## config.mk

```make
export PLATFORM = sky130hd
export DESIGN_NAME = uart_stream
export DESIGN_NICKNAME = d
export VERILOG_FILES = /design/src/uart_host_pkg.sv /design/src/uart_line_pkg.sv /design/src/uart_stream.sv /design/src/uart_rx.sv /design/src/uart_tx.sv /design/src/stream_fifo.sv
export VERILOG_INCLUDE_DIRS = /design/src /design/src/src
export SDC_FILE = /design/constraint.sdc
export NUM_CORES = 1
export LEC_CHECK = 0
export ABC_AREA = 1
export BUFFER_PORTS_ARGS = -buffer_cell sky130_fd_sc_hd__buf_2
export CAP_MARGIN = 20
export CORE_MARGIN = 4
export CORE_UTILIZATION = 50
export DETAILED_ROUTE_END_ITERATION = 6
export PLACE_DENSITY = 0.73
export SLEW_MARGIN = 30
export SYNTH_ARGS = -nofsm -noshare
export SYNTH_HDL_FRONTEND = slang
export SYNTH_SLANG_ARGS = --single-unit
```

## constraint.sdc

```tcl
create_clock -name clk -period 7.9 [get_ports clk]
set_clock_uncertainty 0.15 [all_clocks]
set_input_delay 1.185 -clock clk [delete_from_list [all_inputs] [get_ports clk]]
set_output_delay 1.185 -clock clk [all_outputs]
set_load 0.005 [all_outputs]
```

## src/uart_macros.svh

```systemverilog
`ifndef UART_MACROS_SVH
`define UART_MACROS_SVH

// Data bits carried by one character on the line.
`define UART_DW 8

// Address width of each FIFO, which then holds 16 entries.
`define UART_AW 4

// Bit-timer ticks per bit; one bit lasts prescale times this many clk cycles.
`define UART_OVERSAMPLE 8

// Width of the prescale input.
`define UART_PRESCALE_W 16

`endif
```

## src/uart_host_pkg.sv

```systemverilog
`default_nettype none

package uart_host_pkg;

    // Status word seen by the host.
    // The error bits are one-cycle pulses, the activity bits are levels.
    typedef struct packed {
        logic frame_error;
        logic overrun_error;
        logic rx_active;
        logic tx_active;
    } uart_status_t;

endpackage

`default_nettype wire

```

## src/uart_line_pkg.sv

```systemverilog
`default_nettype none

package uart_line_pkg;

    // Phase of a frame on the serial line.
    // The gap phase covers the idle time that follows the last byte of a packet.
    typedef enum logic [2:0] {
        line_idle,
        line_start,
        line_data,
        line_stop,
        line_gap
    } line_phase_t;

endpackage

`default_nettype wire

```

## src/uart_stream.sv

```systemverilog
`timescale 1ns/100ps
`default_nettype none
`include "uart_macros.svh"

module uart_stream (
    input  wire logic                        clk,
    input  wire logic                        rst_n,
    input  wire logic [`UART_PRESCALE_W-1:0] prescale,
    output uart_host_pkg::uart_status_t      status,

    input  wire logic [`UART_DW-1:0]         utx_tdata,
    input  wire logic                        utx_tvalid,
    input  wire logic                        utx_tlast,
    output logic                             utx_tready,

    output logic [`UART_DW-1:0]              urx_tdata,
    output logic                             urx_tvalid,
    output logic                             urx_tlast,
    input  wire logic                        urx_tready,

    output logic                             txd,
    input  wire logic                        rxd
);

    logic [`UART_DW-1:0] tx_tdata;
    logic                tx_tvalid;
    logic                tx_tlast;
    logic                tx_tready;
    logic                tx_fifo_empty;
    logic                tx_busy;

    logic [`UART_DW-1:0] rx_tdata;
    logic                rx_tvalid;
    logic                rx_tlast;
    logic                rx_tready;
    logic                rx_fifo_empty;
    logic                rx_busy;
    logic                frame_error;
    logic                overrun_error;

    stream_fifo #(
        .DW (`UART_DW),
        .AW (`UART_AW)
    ) tx_fifo (
        .clk         (clk),
        .rst_n       (rst_n),
        .d_in        (utx_tdata),
        .d_in_valid  (utx_tvalid),
        .d_in_last   (utx_tlast),
        .d_in_ready  (utx_tready),
        .d_out       (tx_tdata),
        .d_out_valid (tx_tvalid),
        .d_out_last  (tx_tlast),
        .d_out_ready (tx_tready),
        .fifo_empty  (tx_fifo_empty)
    );

    uart_tx i_uart_tx (
        .clk      (clk),
        .rst_n    (rst_n),
        .prescale (prescale),
        .s_tdata  (tx_tdata),
        .s_tvalid (tx_tvalid),
        .s_tlast  (tx_tlast),
        .s_tready (tx_tready),
        .txd      (txd),
        .busy     (tx_busy)
    );

    uart_rx i_uart_rx (
        .clk           (clk),
        .rst_n         (rst_n),
        .prescale      (prescale),
        .rxd           (rxd),
        .m_tdata       (rx_tdata),
        .m_tvalid      (rx_tvalid),
        .m_tlast       (rx_tlast),
        .m_tready      (rx_tready),
        .busy          (rx_busy),
        .frame_error   (frame_error),
        .overrun_error (overrun_error)
    );

    // The last flag comes from the receiver's idle-gap rule.
    stream_fifo #(
        .DW (`UART_DW),
        .AW (`UART_AW)
    ) rx_fifo (
        .clk         (clk),
        .rst_n       (rst_n),
        .d_in        (rx_tdata),
        .d_in_valid  (rx_tvalid),
        .d_in_last   (rx_tlast),
        .d_in_ready  (rx_tready),
        .d_out       (urx_tdata),
        .d_out_valid (urx_tvalid),
        .d_out_last  (urx_tlast),
        .d_out_ready (urx_tready),
        .fifo_empty  (rx_fifo_empty)
    );

    assign status.frame_error   = frame_error;
    assign status.overrun_error = overrun_error;
    assign status.rx_active     = rx_busy || !rx_fifo_empty;
    assign status.tx_active     = tx_busy || !tx_fifo_empty;

endmodule

`default_nettype wire

```

## src/uart_rx.sv

```systemverilog
`timescale 1ns/100ps
`default_nettype none
`include "uart_macros.svh"

module uart_rx (
    input  wire logic                        clk,
    input  wire logic                        rst_n,
    input  wire logic [`UART_PRESCALE_W-1:0] prescale,

    input  wire logic                        rxd,

    output logic [`UART_DW-1:0]              m_tdata,
    output logic                             m_tvalid,
    output logic                             m_tlast,
    input  wire logic                        m_tready,

    output logic                             busy,
    output logic                             frame_error,
    output logic                             overrun_error
);

    localparam int TW       = `UART_PRESCALE_W + $clog2(`UART_OVERSAMPLE);
    localparam int GAP_BITS = 10;
    localparam int CW       = $clog2(GAP_BITS);

    uart_line_pkg::line_phase_t phase;

    logic [TW-1:0]       bit_time;
    logic [TW-1:0]       half_time;
    logic [TW-1:0]       timer;
    logic [CW-1:0]       bit_idx;
    logic [`UART_DW-1:0] shreg;

    logic                rxd_meta;
    logic                rxd_sync;
    logic                rxd_prev;
    logic                fall;

    // One-entry hold register; decided means its last flag is known.
    logic [`UART_DW-1:0] hold_data;
    logic                hold_full;
    logic                hold_decided;
    logic                hold_last;
    logic                undecided;
    logic                push;

    assign bit_time  = TW'(prescale) * TW'(`UART_OVERSAMPLE);
    assign half_time = bit_time >> 1;

    assign fall      = rxd_prev && !rxd_sync;
    assign undecided = hold_full && !hold_decided;

    assign m_tdata  = hold_data;
    assign m_tlast  = hold_last;
    assign m_tvalid = hold_full && hold_decided;
    assign push     = m_tvalid && m_tready;

    assign busy = (phase != uart_line_pkg::line_idle) || hold_full;

    always_ff @(posedge clk) begin
        if (!rst_n) begin
            rxd_meta <= 1'b1;
            rxd_sync <= 1'b1;
            rxd_prev <= 1'b1;
        end else begin
            rxd_meta <= rxd;
            rxd_sync <= rxd_meta;
            rxd_prev <= rxd_sync;
        end
    end

    always_ff @(posedge clk) begin
        if (!rst_n) begin
            phase         <= uart_line_pkg::line_idle;
            timer         <= '0;
            bit_idx       <= '0;
            hold_full     <= 1'b0;
            hold_decided  <= 1'b0;
            frame_error   <= 1'b0;
            overrun_error <= 1'b0;
        end else begin
            frame_error   <= 1'b0;
            overrun_error <= 1'b0;
            if (push) begin
                hold_full <= 1'b0;
            end

            case (phase)
                uart_line_pkg::line_idle: begin
                    if (fall) begin
                        phase <= uart_line_pkg::line_start;
                        timer <= half_time - 1'b1;
                    end
                end
                uart_line_pkg::line_start: begin
                    if (timer != '0) begin
                        timer <= timer - 1'b1;
                    end else if (!rxd_sync) begin
                        // A real start bit, so the held byte was not the packet end.
                        phase   <= uart_line_pkg::line_data;
                        timer   <= bit_time - 1'b1;
                        bit_idx <= '0;
                        if (undecided) begin
                            hold_decided <= 1'b1;
                            hold_last    <= 1'b0;
                        end
                    end else begin
                        // Glitch. Restart the idle count if a byte still waits on it.
                        phase   <= undecided ? uart_line_pkg::line_gap
                                             : uart_line_pkg::line_idle;
                        timer   <= bit_time - 1'b1;
                        bit_idx <= '0;
                    end
                end
                uart_line_pkg::line_data: begin
                    if (timer != '0) begin
                        timer <= timer - 1'b1;
                    end else begin
                        timer <= bit_time - 1'b1;
                        shreg <= {rxd_sync, shreg[`UART_DW-1:1]};
                        if (bit_idx == CW'(`UART_DW - 1)) begin
                            phase <= uart_line_pkg::line_stop;
                        end else begin
                            bit_idx <= bit_idx + 1'b1;
                        end
                    end
                end
                uart_line_pkg::line_stop: begin
                    if (timer != '0) begin
                        timer <= timer - 1'b1;
                    end else if (!rxd_sync) begin
                        frame_error <= 1'b1;
                        phase       <= uart_line_pkg::line_idle;
                    end else if (hold_full && !push) begin
                        overrun_error <= 1'b1;
                        phase         <= uart_line_pkg::line_idle;
                    end else begin
                        hold_data    <= shreg;
                        hold_full    <= 1'b1;
                        hold_decided <= 1'b0;
                        phase        <= uart_line_pkg::line_gap;
                        timer        <= bit_time - 1'b1;
                        bit_idx      <= '0;
                    end
                end
                uart_line_pkg::line_gap: begin
                    if (fall) begin
                        phase <= uart_line_pkg::line_start;
                        timer <= half_time - 1'b1;
                    end else if (timer != '0) begin
                        timer <= timer - 1'b1;
                    end else if (bit_idx == CW'(GAP_BITS - 1)) begin
                        // A full character of idle line ends the packet.
                        hold_decided <= 1'b1;
                        hold_last    <= 1'b1;
                        phase        <= uart_line_pkg::line_idle;
                    end else begin
                        bit_idx <= bit_idx + 1'b1;
                        timer   <= bit_time - 1'b1;
                    end
                end
                default: begin
                    phase <= uart_line_pkg::line_idle;
                end
            endcase
        end
    end

endmodule

`default_nettype wire

```

## src/uart_tx.sv

```systemverilog
`timescale 1ns/100ps
`default_nettype none
`include "uart_macros.svh"

module uart_tx (
    input  wire logic                        clk,
    input  wire logic                        rst_n,
    input  wire logic [`UART_PRESCALE_W-1:0] prescale,

    input  wire logic [`UART_DW-1:0]         s_tdata,
    input  wire logic                        s_tvalid,
    input  wire logic                        s_tlast,
    output logic                             s_tready,

    output logic                             txd,
    output logic                             busy
);

    localparam int TW       = `UART_PRESCALE_W + $clog2(`UART_OVERSAMPLE);
    localparam int GAP_BITS = 10;
    localparam int CW       = $clog2(GAP_BITS);

    uart_line_pkg::line_phase_t phase;

    logic [TW-1:0]       bit_time;
    logic [TW-1:0]       timer;
    logic [CW-1:0]       bit_idx;
    logic [`UART_DW-1:0] shreg;
    logic                last_q;

    assign bit_time = TW'(prescale) * TW'(`UART_OVERSAMPLE);

    assign s_tready = (phase == uart_line_pkg::line_idle);
    assign busy     = (phase != uart_line_pkg::line_idle);

    always_ff @(posedge clk) begin
        if (!rst_n) begin
            phase   <= uart_line_pkg::line_idle;
            timer   <= '0;
            bit_idx <= '0;
            txd     <= 1'b1;
        end else if (phase == uart_line_pkg::line_idle) begin
            if (s_tvalid) begin
                phase  <= uart_line_pkg::line_start;
                timer  <= bit_time - 1'b1;
                shreg  <= s_tdata;
                last_q <= s_tlast;
                txd    <= 1'b0;
            end
        end else if (timer != '0) begin
            timer <= timer - 1'b1;
        end else begin
            // A bit time has run out.
            timer <= bit_time - 1'b1;
            case (phase)
                uart_line_pkg::line_start: begin
                    phase   <= uart_line_pkg::line_data;
                    bit_idx <= '0;
                    txd     <= shreg[0];
                    shreg   <= shreg >> 1;
                end
                uart_line_pkg::line_data: begin
                    if (bit_idx == CW'(`UART_DW - 1)) begin
                        phase <= uart_line_pkg::line_stop;
                        txd   <= 1'b1;
                    end else begin
                        bit_idx <= bit_idx + 1'b1;
                        txd     <= shreg[0];
                        shreg   <= shreg >> 1;
                    end
                end
                uart_line_pkg::line_stop: begin
                    // After the last byte of a packet the line rests for a full character.
                    if (last_q) begin
                        phase   <= uart_line_pkg::line_gap;
                        bit_idx <= '0;
                    end else begin
                        phase <= uart_line_pkg::line_idle;
                    end
                end
                uart_line_pkg::line_gap: begin
                    if (bit_idx == CW'(GAP_BITS - 1)) begin
                        phase <= uart_line_pkg::line_idle;
                    end else begin
                        bit_idx <= bit_idx + 1'b1;
                    end
                end
                default: begin
                    phase <= uart_line_pkg::line_idle;
                    txd   <= 1'b1;
                end
            endcase
        end
    end

endmodule

`default_nettype wire

```

## src/stream_fifo.sv

```systemverilog
`timescale 1ns/100ps
`default_nettype none

module stream_fifo #(
    parameter int DW = 8,
    parameter int AW = 4
) (
    input  wire logic          clk,
    input  wire logic          rst_n,

    input  wire logic [DW-1:0] d_in,
    input  wire logic          d_in_valid,
    input  wire logic          d_in_last,
    output logic               d_in_ready,

    output logic [DW-1:0]      d_out,
    output logic               d_out_valid,
    output logic               d_out_last,
    input  wire logic          d_out_ready,

    output logic               fifo_empty
);

    localparam int DEPTH = 1 << AW;

    logic [DW-1:0] mem_data [DEPTH];
    logic          mem_last [DEPTH];

    // Pointers carry one extra bit so that full and empty can be told apart.
    logic [AW:0]   wr_ptr;
    logic [AW:0]   rd_ptr;
    logic          fifo_full;
    logic          in_en;
    logic          push;
    logic          pop;

    assign fifo_empty = (wr_ptr == rd_ptr);
    assign fifo_full  = (wr_ptr[AW] != rd_ptr[AW]) && (wr_ptr[AW-1:0] == rd_ptr[AW-1:0]);

    // A full FIFO still takes a word when the output side pops in the same cycle.
    assign d_in_ready = in_en && (!fifo_full || d_out_ready);
    assign push       = d_in_valid && d_in_ready;

    assign d_out_valid = !fifo_empty;
    assign d_out       = mem_data[rd_ptr[AW-1:0]];
    assign d_out_last  = mem_last[rd_ptr[AW-1:0]];
    assign pop         = d_out_valid && d_out_ready;

    // Keeps the input side closed while reset is held.
    always_ff @(posedge clk) begin
        if (!rst_n) begin
            in_en <= 1'b0;
        end else begin
            in_en <= 1'b1;
        end
    end

    always_ff @(posedge clk) begin
        if (!rst_n) begin
            wr_ptr <= '0;
            rd_ptr <= '0;
        end else begin
            if (push) begin
                wr_ptr <= wr_ptr + 1'b1;
            end
            if (pop) begin
                rd_ptr <= rd_ptr + 1'b1;
            end
        end
    end

    always_ff @(posedge clk) begin
        if (push) begin
            mem_data[wr_ptr[AW-1:0]] <= d_in;
            mem_last[wr_ptr[AW-1:0]] <= d_in_last;
        end
    end

endmodule

`default_nettype wire

```

==> results list, run 1 <==
- The first global-routing pass estimated about 67 mm of wire.
* Clock sinks: roughly 400
* Worst slew slack as a fraction of its limit: 0.321
- The number of nets handed over by synthesis was 1863.
* Pre-antenna DRT Iters: 5
* Count of H-tree levels built during CTS: 2
- Detailed-route DRC error count: 0
* Net count of the finished layout: between 1500 and 2000
- For this design, the CTS-stage hold fixing added 0 buffers.
- Crit start category: flop
- The top cell types in the final layout, fill and taps aside, are 314 x sky130_fd_sc_hd__edfxtp_1, 268 x sky130_fd_sc_hd__nand2_1, 255 x sky130_fd_sc_hd__nor2_1.
- Clock-pin slew was measured on the worst setup and hold paths at about 0.06 ns.
* Classification of the worst setup path: flop to output pin
* CP Data Required Time: between 6 and 7 ns
- Number of vias per cell after detailed routing: 5.67
* #FFs+latches synth: 403
- Post-CTS timing repair inserted 0 buffers for setup.
- After synthesis, the netlist uses 55 different library cells.
- In this run the core area contains 69 standard-cell rows.
* # port buffers: 45
- Routability-driven placement finished with a final weighted congestion of slightly above 0.9.
* IR drop worst, VDD: between 0.2 and 0.25 mV
* Total negative slack: 0 ns
- Dividing the detail-routed wire length by the instance count gives roughly 18 um.
* Final-layout fill cell count: between 3000 and 4000
* Data arrival time of the critical path: 3.02 ns
- Max Buffers Root-to-Sink: 3
* TritonCTS clock tree: yes
* Count of synthesis-stage warnings from yosys: 0
- Count of antenna-violating nets left after detailed routing: 0
* Max_cap viols: 0
* Number of CTS-inserted buffers: 42
- The die covers roughly 0.04 mm^2.
- Final Max Slew Viols: 0
- Leakage power of the design: between 7 and 8 nW
- The worst path needs about 4.4 ns of the cycle, external delays included.
* Vias in the first global route: roughly 12000
- Placed instance area: ~0.019 mm^2
- The worst hold path belongs to the class flop to flop.
- Total overflow reported by the global router: 0
* GRT Resource Usage Total: 0.211
- Count of inserted antenna diode cells: 0
* Post_cts resized: 0
* Initial standard-cell utilization of the core: 0.511
- For this run, the number of standard cells in the final layout without fillers is roughly 2300.
- Total wire length: 42.6 mm
* Mapped Cells: approximately 1800
- Fin. Hold Viols: 0
- The worst setup path is captured at an output pin.
- DPL Wire Length: approximately 28 mm
- Final period util: 0.552
- The die is ~200 um tall.
- The routed layout has roughly 13000 vias.
* Area growth from synthesis to layout: 10.8%
- After synthesis, the mean cell area works out to 10.1 um^2.
- Measured on the finished design, the core utilization comes to 0.566.
- Transition at the pin with the smallest max-transition slack: between 1 and 1.5 ns
- Cell chosen for the clock root: sky130_fd_sc_hd__clkbuf_16
* Outcome: finished, final reports clean
- Power density over cell area: between 300 and 400 mW/mm^2
- The die is about 200 um wide.
* Final setup vio count: 0
* Post-synthesis instance area: 0.0184 mm^2
- Setup repair after global routing left no endpoint under its margin.
- Clock network latency to the later pin of the worst-skew pair: 0.56 ns
* Number of antenna violations at the first check in global routing: 1
- Layout cell share with drive strength beyond 1: 0.0962
- The share of the Yosys chip area taken by registers is 0.611.
- 46 I/O pins were placed.
- After routing the design area is 0.0203 mm^2.
- 1st-iter DRT viols: between 1000 and 1500
* Floorplan Core Area: roughly 0.036 mm^2
* # placed instances: about 2300
- Entering global routing, the biggest net connects about 110 pins.
* Timing-limited maximum frequency: about 230 MHz
- Leading cell type in the layout, fill and taps excluded: sky130_fd_sc_hd__edfxtp_1
- Largest fanout of any net on the critical path: 37
synth_stat cells (all sizes together):
| cell type | instances | area share |
|---|---|---|
| a211oi | 1 | 0.00041 |
| a21oi | 105 | 0.029 |
| a221oi | 2 | 0.00095 |
| a22oi | 2 | 0.00082 |
| a2bb2oi | 1 | 0.00048 |
| a31oi | 13 | 0.0044 |
| and2 | 5 | 0.0017 |
| and3 | 1 | 0.00034 |
| buf | 28 | 0.0095 |
| clkbuf | 45 | 0.0093 |
| clkinv | 4 | 0.00082 |
| dfxtp | 89 | 0.097 |
| edfxtp | 314 | 0.51 |
| ha | 18 | 0.012 |
| inv | 161 | 0.033 |
| mux2i | 36 | 0.020 |
| nand2 | 278 | 0.060 |
| nand3 | 95 | 0.028 |
| nand3b | 6 | 0.0025 |
| nand4 | 12 | 0.0056 |
| nor2 | 279 | 0.062 |
| nor3 | 12 | 0.0035 |
| nor3b | 2 | 0.00082 |
| nor4 | 1 | 0.00034 |
| o211ai | 42 | 0.017 |
| o21ai | 181 | 0.050 |
| o21bai | 4 | 0.0016 |
| o221ai | 26 | 0.012 |
| o22ai | 10 | 0.0034 |
| o31ai | 1 | 0.00041 |
| or2 | 4 | 0.0014 |
| xnor2 | 8 | 0.0038 |
| xor2 | 29 | 0.014 |
cell families (layout without fill, tap and decap cells):
group | Yosys count | after routing | synth area share
adder cells (fa/ha/maj) | 18 | 18 | 0.0123
buffers and inverters | 238 | 295 | 0.0526
XOR/XNOR | 37 | 37 | 0.0177
flip-flops | 403 | 403 | 0.611
AO/OA/AOI/OAI | 388 | 388 | 0.121
AND/OR/NAND/NOR | 695 | 695 | 0.166
multiplexers | 36 | 36 | 0.0196
routing by layer:
| metal | vias up | part of all wire | track usage |
|---|---|---|---|
| met5 | - | 0.00030 | 0 |
| met4 | 2 | 0.028 | 0.0664 |
| met3 | 93 | 0.066 | 0.0374 |
| met2 | 464 | 0.48 | 0.353 |
| met1 | 6301 | 0.42 | 0.282 |
| li1 | 6357 | - | - |
state kept, by name (all words and copies together), names as in the netlist, 5 cells and up, named ones only:
register           count
rx_fifo.mem_data     128
tx_fifo.mem_data     128
i_uart_rx.timer       19
i_uart_tx.timer       19
rx_fifo.mem_last      16
tx_fifo.mem_last      16
i_uart_rx.m_tdata      8
i_uart_rx.shreg        8
i_uart_tx.shreg        8
rx_fifo.rd_ptr         5
rx_fifo.wr_ptr         5
tx_fifo.rd_ptr         5
tx_fifo.wr_ptr         5
final timing paths:
kind / slack (ns) / to / cells past startpoint / start
setup / recovery: 3.54 / urx_tdata[0] / 6 / flop
hold / removal: 0.28 / i_uart_rx.m_tdata[0] / 0 / i_uart_rx.shreg[0]
setup reg to reg: 4.51 / i_uart_tx.shreg[6] / 7 / i_uart_tx.phase[2]
hold reg to reg: 0.28 / i_uart_rx.m_tdata[0] / 0 / i_uart_rx.shreg[0]
through the flow:
| stage | total power, mW | hold WS, ns | setup WS (ns) |
|---|---|---|---|
| after global placement | 4.17 | 0.245 | 4.31 |
| after floorplan | 3.81 | 0.243 | 5.00 |
| after detailed placement | 4.21 | 0.256 | 4.17 |
| final | 6.20 | 0.277 | 3.54 |
| after CTS | 6.22 | 0.279 | 3.59 |
| after global routing | 6.56 | 0.284 | 3.37 |
layout make-up:
type                    instances  area (um^2)  area share
multi-input cells            1174         6210       0.306
inverters                     165          623      0.0306
repair buffers                 52          282      0.0138
flip-flops and latches        403        11200       0.552
clock buffers                  51         1100      0.0543
clock inverters                27          319      0.0157
well taps                     461          577      0.0284
power breakdown:
| group | switching [mW] | internal [mW] |
|---|---|---|
| Sequential | 0.130 | 2.42 |
| Combinational | 1.11 | 0.530 |
| Clock | 0.836 | 1.17 |
worst max-delay path: stages (launching register included):
cell and delay (ns):
sky130_fd_sc_hd__dfxtp_1 0.30, sky130_fd_sc_hd__buf_4 0.38, sky130_fd_sc_hd__clkinv_1 0.86, sky130_fd_sc_hd__o211ai_1 0.48
sky130_fd_sc_hd__o211ai_1 0.19, sky130_fd_sc_hd__nand2_1 0.13, sky130_fd_sc_hd__buf_2 0.12
Power figures use the tool's default switching activity.
==> run 2: changes to the inputs <==
PLACE_DENSITY = 0.76   (was 0.73)
clock period = 3.9 ns   (was 7.9 ns; I/O delays follow)
==> results list, run 2 (same netlist as run 1, synthesis figures left out) <==
- Among all stages on the critical path, the largest delay is contributed by sky130_fd_sc_hd__clkinv_1.
- The area growth from synthesis to layout is 10.3%.
* Total negative slack: 0 ns
- At the worst endpoint, the arrival time is approximately 2.6 ns.
- Clock network latency to the later pin of the worst-skew pair: between 0.5 and 0.6 ns
- The count of final hold-check violations came to 0.
- Final estimated routing congestion in global placement: a little over 0.9
- In the routed design, unresolved DRC markers number 0.
- Max incr delay on CP: around 0.60 ns
* Via count: approximately 13000
- Hold-critical path depth: 2
* Timing-limited maximum frequency: just over 300 MHz
* Pin count of the biggest net entering global routing: just over 70
* Post-placement setup slack: roughly 0.93 ns
- After floorplanning, the core was sized to cover around 0.036 mm^2.
* 1st-iter DRT viols: between 1000 and 1500
* Number of top-level pins: 46
- TritonCTS clock tree: yes
- After layout, the design draws a total of 12.3 mW.
* Total wire length: roughly 43 mm
- Routed length per placed instance: 18.4 um
- Transition at the pin with the smallest max-transition slack: ~0.93 ns
- Final setup vio count: 0
* Depth of the worst register-to-register path: 8
- Counting stages on the worst path, the most repeated cell is sky130_fd_sc_hd__o211ai_1.
* Count of antenna-violating nets left after detailed routing: 0
* Post-CTS Setup Inserts: 0
* Row Count: 69
- The library cell used most frequently in the layout, excluding fill and tap cells, is sky130_fd_sc_hd__edfxtp_1.
- The via count of the first global-routing pass came to 12900.
- Buffers placed on the I/O ports in this run total between 40 and 50.
- Number of CTS-inserted buffers: about 40
- Die Ht: ~200 um
* Time the final worst path needs with I/O delays and setup: around 3.3 ns
* Max_cap viols: 0
* Number of antenna violations at the first check in global routing: 0
* Multi-input combinational cell area: 0.00621 mm^2
- Setup repair after global routing left no endpoint under its margin.
- Max Buffers Root-to-Sink: 3
- STA classifies the critical path endpoint as an output pin.
- Crit start category: flop
- The clock tree synthesis step divided the H-tree into 2 levels.
- Final critical-path setup slack: around 0.62 ns
- Dividing the final minimum period by the clock period gives 0.841.
- For this run, the share of the core covered by cells in the final layout is 0.564.
- The flow ran to the end, and the final reports show no timing, DRC or antenna violations.
* First-pass GRT wire length: approximately 68 mm
- In this run the power density over the cells is just over 600 mW/mm^2.
- Area taken by flip-flops and latches: approximately 0.011 mm^2
- Classification of the worst setup path: flop to output pin
* Min-Delay Startpoint: rxd
* Total Die Area: between 0.03 and 0.04 mm^2
- Leakage power of the design: 7.36 nW
* Layout cell share with drive strength beyond 1: 0.0955
- The final number of max-transition violations came to 0.
- Number of hold buffers added after CTS: 0
- The min-delay analysis places its worst path in the category input pin to flop.
- In the global route stage, overall resource usage came out at 0.213.
* Initial standard-cell utilization of the core: 0.511
- Measured against its own limit, the worst slew margin works out to 0.374.
* Pre-antenna DRT Iters: 5
* Post_cts resized: 0
* Count of inserted antenna diode cells: 0
* Cell Count, Final, Fillers Out: around 2300
- After global routing the overflow that remains totals 0.
* Final-layout fill cell count: roughly 3000
- # placed instances: about 2300
- In the final design database the tool counted 1890 nets.
* Number of vias per cell after detailed routing: 5.73
* Worst r2r src: i_uart_tx.phase[0]
* Largest fanout of any net on the critical path: 23
* Cell chosen for the clock root: sky130_fd_sc_hd__clkbuf_16
* CP Data Required Time: ~3.2 ns
- VDD sags by at most roughly 0.5 mV.
* Most used cells in the layout excluding fill and tap cells: 314 x sky130_fd_sc_hd__edfxtp_1, 268 x sky130_fd_sc_hd__nand2_1, 254 x sky130_fd_sc_hd__nor2_1
- After clock tree synthesis, the clock-pin slew on the worst setup and hold paths is around 0.06 ns.
- Clock tree synthesis found a total of approximately 400 sinks.
- Ordered cell list for the critical path: clkinv_1, buf_4, o211ai_1, o211ai_1, nand2_1, buf_2
* DPL Wire Length: 28.0 mm
* Die Wd: between 150 and 200 um
## run 2: cell types whose count changed in the layout (fill, tap and decap cells not counted), moves of 2 or more
cell / previous run / this run
sky130_fd_sc_hd__clkbuf_8: 2 / 4
sky130_fd_sc_hd__buf_4: 6 / 11
sky130_fd_sc_hd__clkinvlp_4: 5 / 3
sky130_fd_sc_hd__bufinv_16: 5 / 2
sky130_fd_sc_hd__clkbuf_1: 7 / 10
## run 2: final timing paths
| path | slack (ns) | to |
|---|---|---|
| setup reg to reg | 0.93 | i_uart_tx.shreg[4] |
| hold / removal | 0.09 | i_uart_rx.rxd_meta |
| hold reg to reg | 0.28 | i_uart_rx.m_tdata[0] |
| setup / recovery | 0.62 | urx_tdata[3] |
## run 2: power breakdown
part / total [mW] / switching (mW) / internal, mW
logic: 3.37 / 2.29 / 1.08
clock network: 3.79 / 1.63 / 2.16
registers: 5.18 / 0.278 / 4.90
## run 2: through the flow
step	hold WS (ns)	cell area, um^2
3_3_place_gp	0.252	18900
3_5_place_dp	0.274	18900
2_1_floorplan	0.243	18400
6_report	0.0882	20200
4_1_cts	0.0730	20200
5_1_grt	0.0893	20200
## run 2: layout make-up
class                      instances  area share
sequential                       403       0.554
multi-input combinational       1174       0.307
clock buffer                      55      0.0552
inverter                         165      0.0308
tap                              461      0.0285
timing repair buffer              57      0.0162
clock inverter                    21     0.00884
## run 2: critical path, delay by kind of cell (launching register included)
family,cells,cell delay [ns]
DFF,1,0.33
AOI/OAI and AO/OA,2,0.37
and+or+nand+nor,1,0.12
buffers and inverters,3,1.18
## run 2: per-layer routing
metal,up-vias,share of wire,wire length [um],track usage
li1,6372,-,-,-
met1,6377,0.41,17500,0.276
met2,517,0.49,21100,0.368
met3,111,0.065,2810,0.0278
met4,0,0.036,1560,0.0792
met5,-,0,0,0
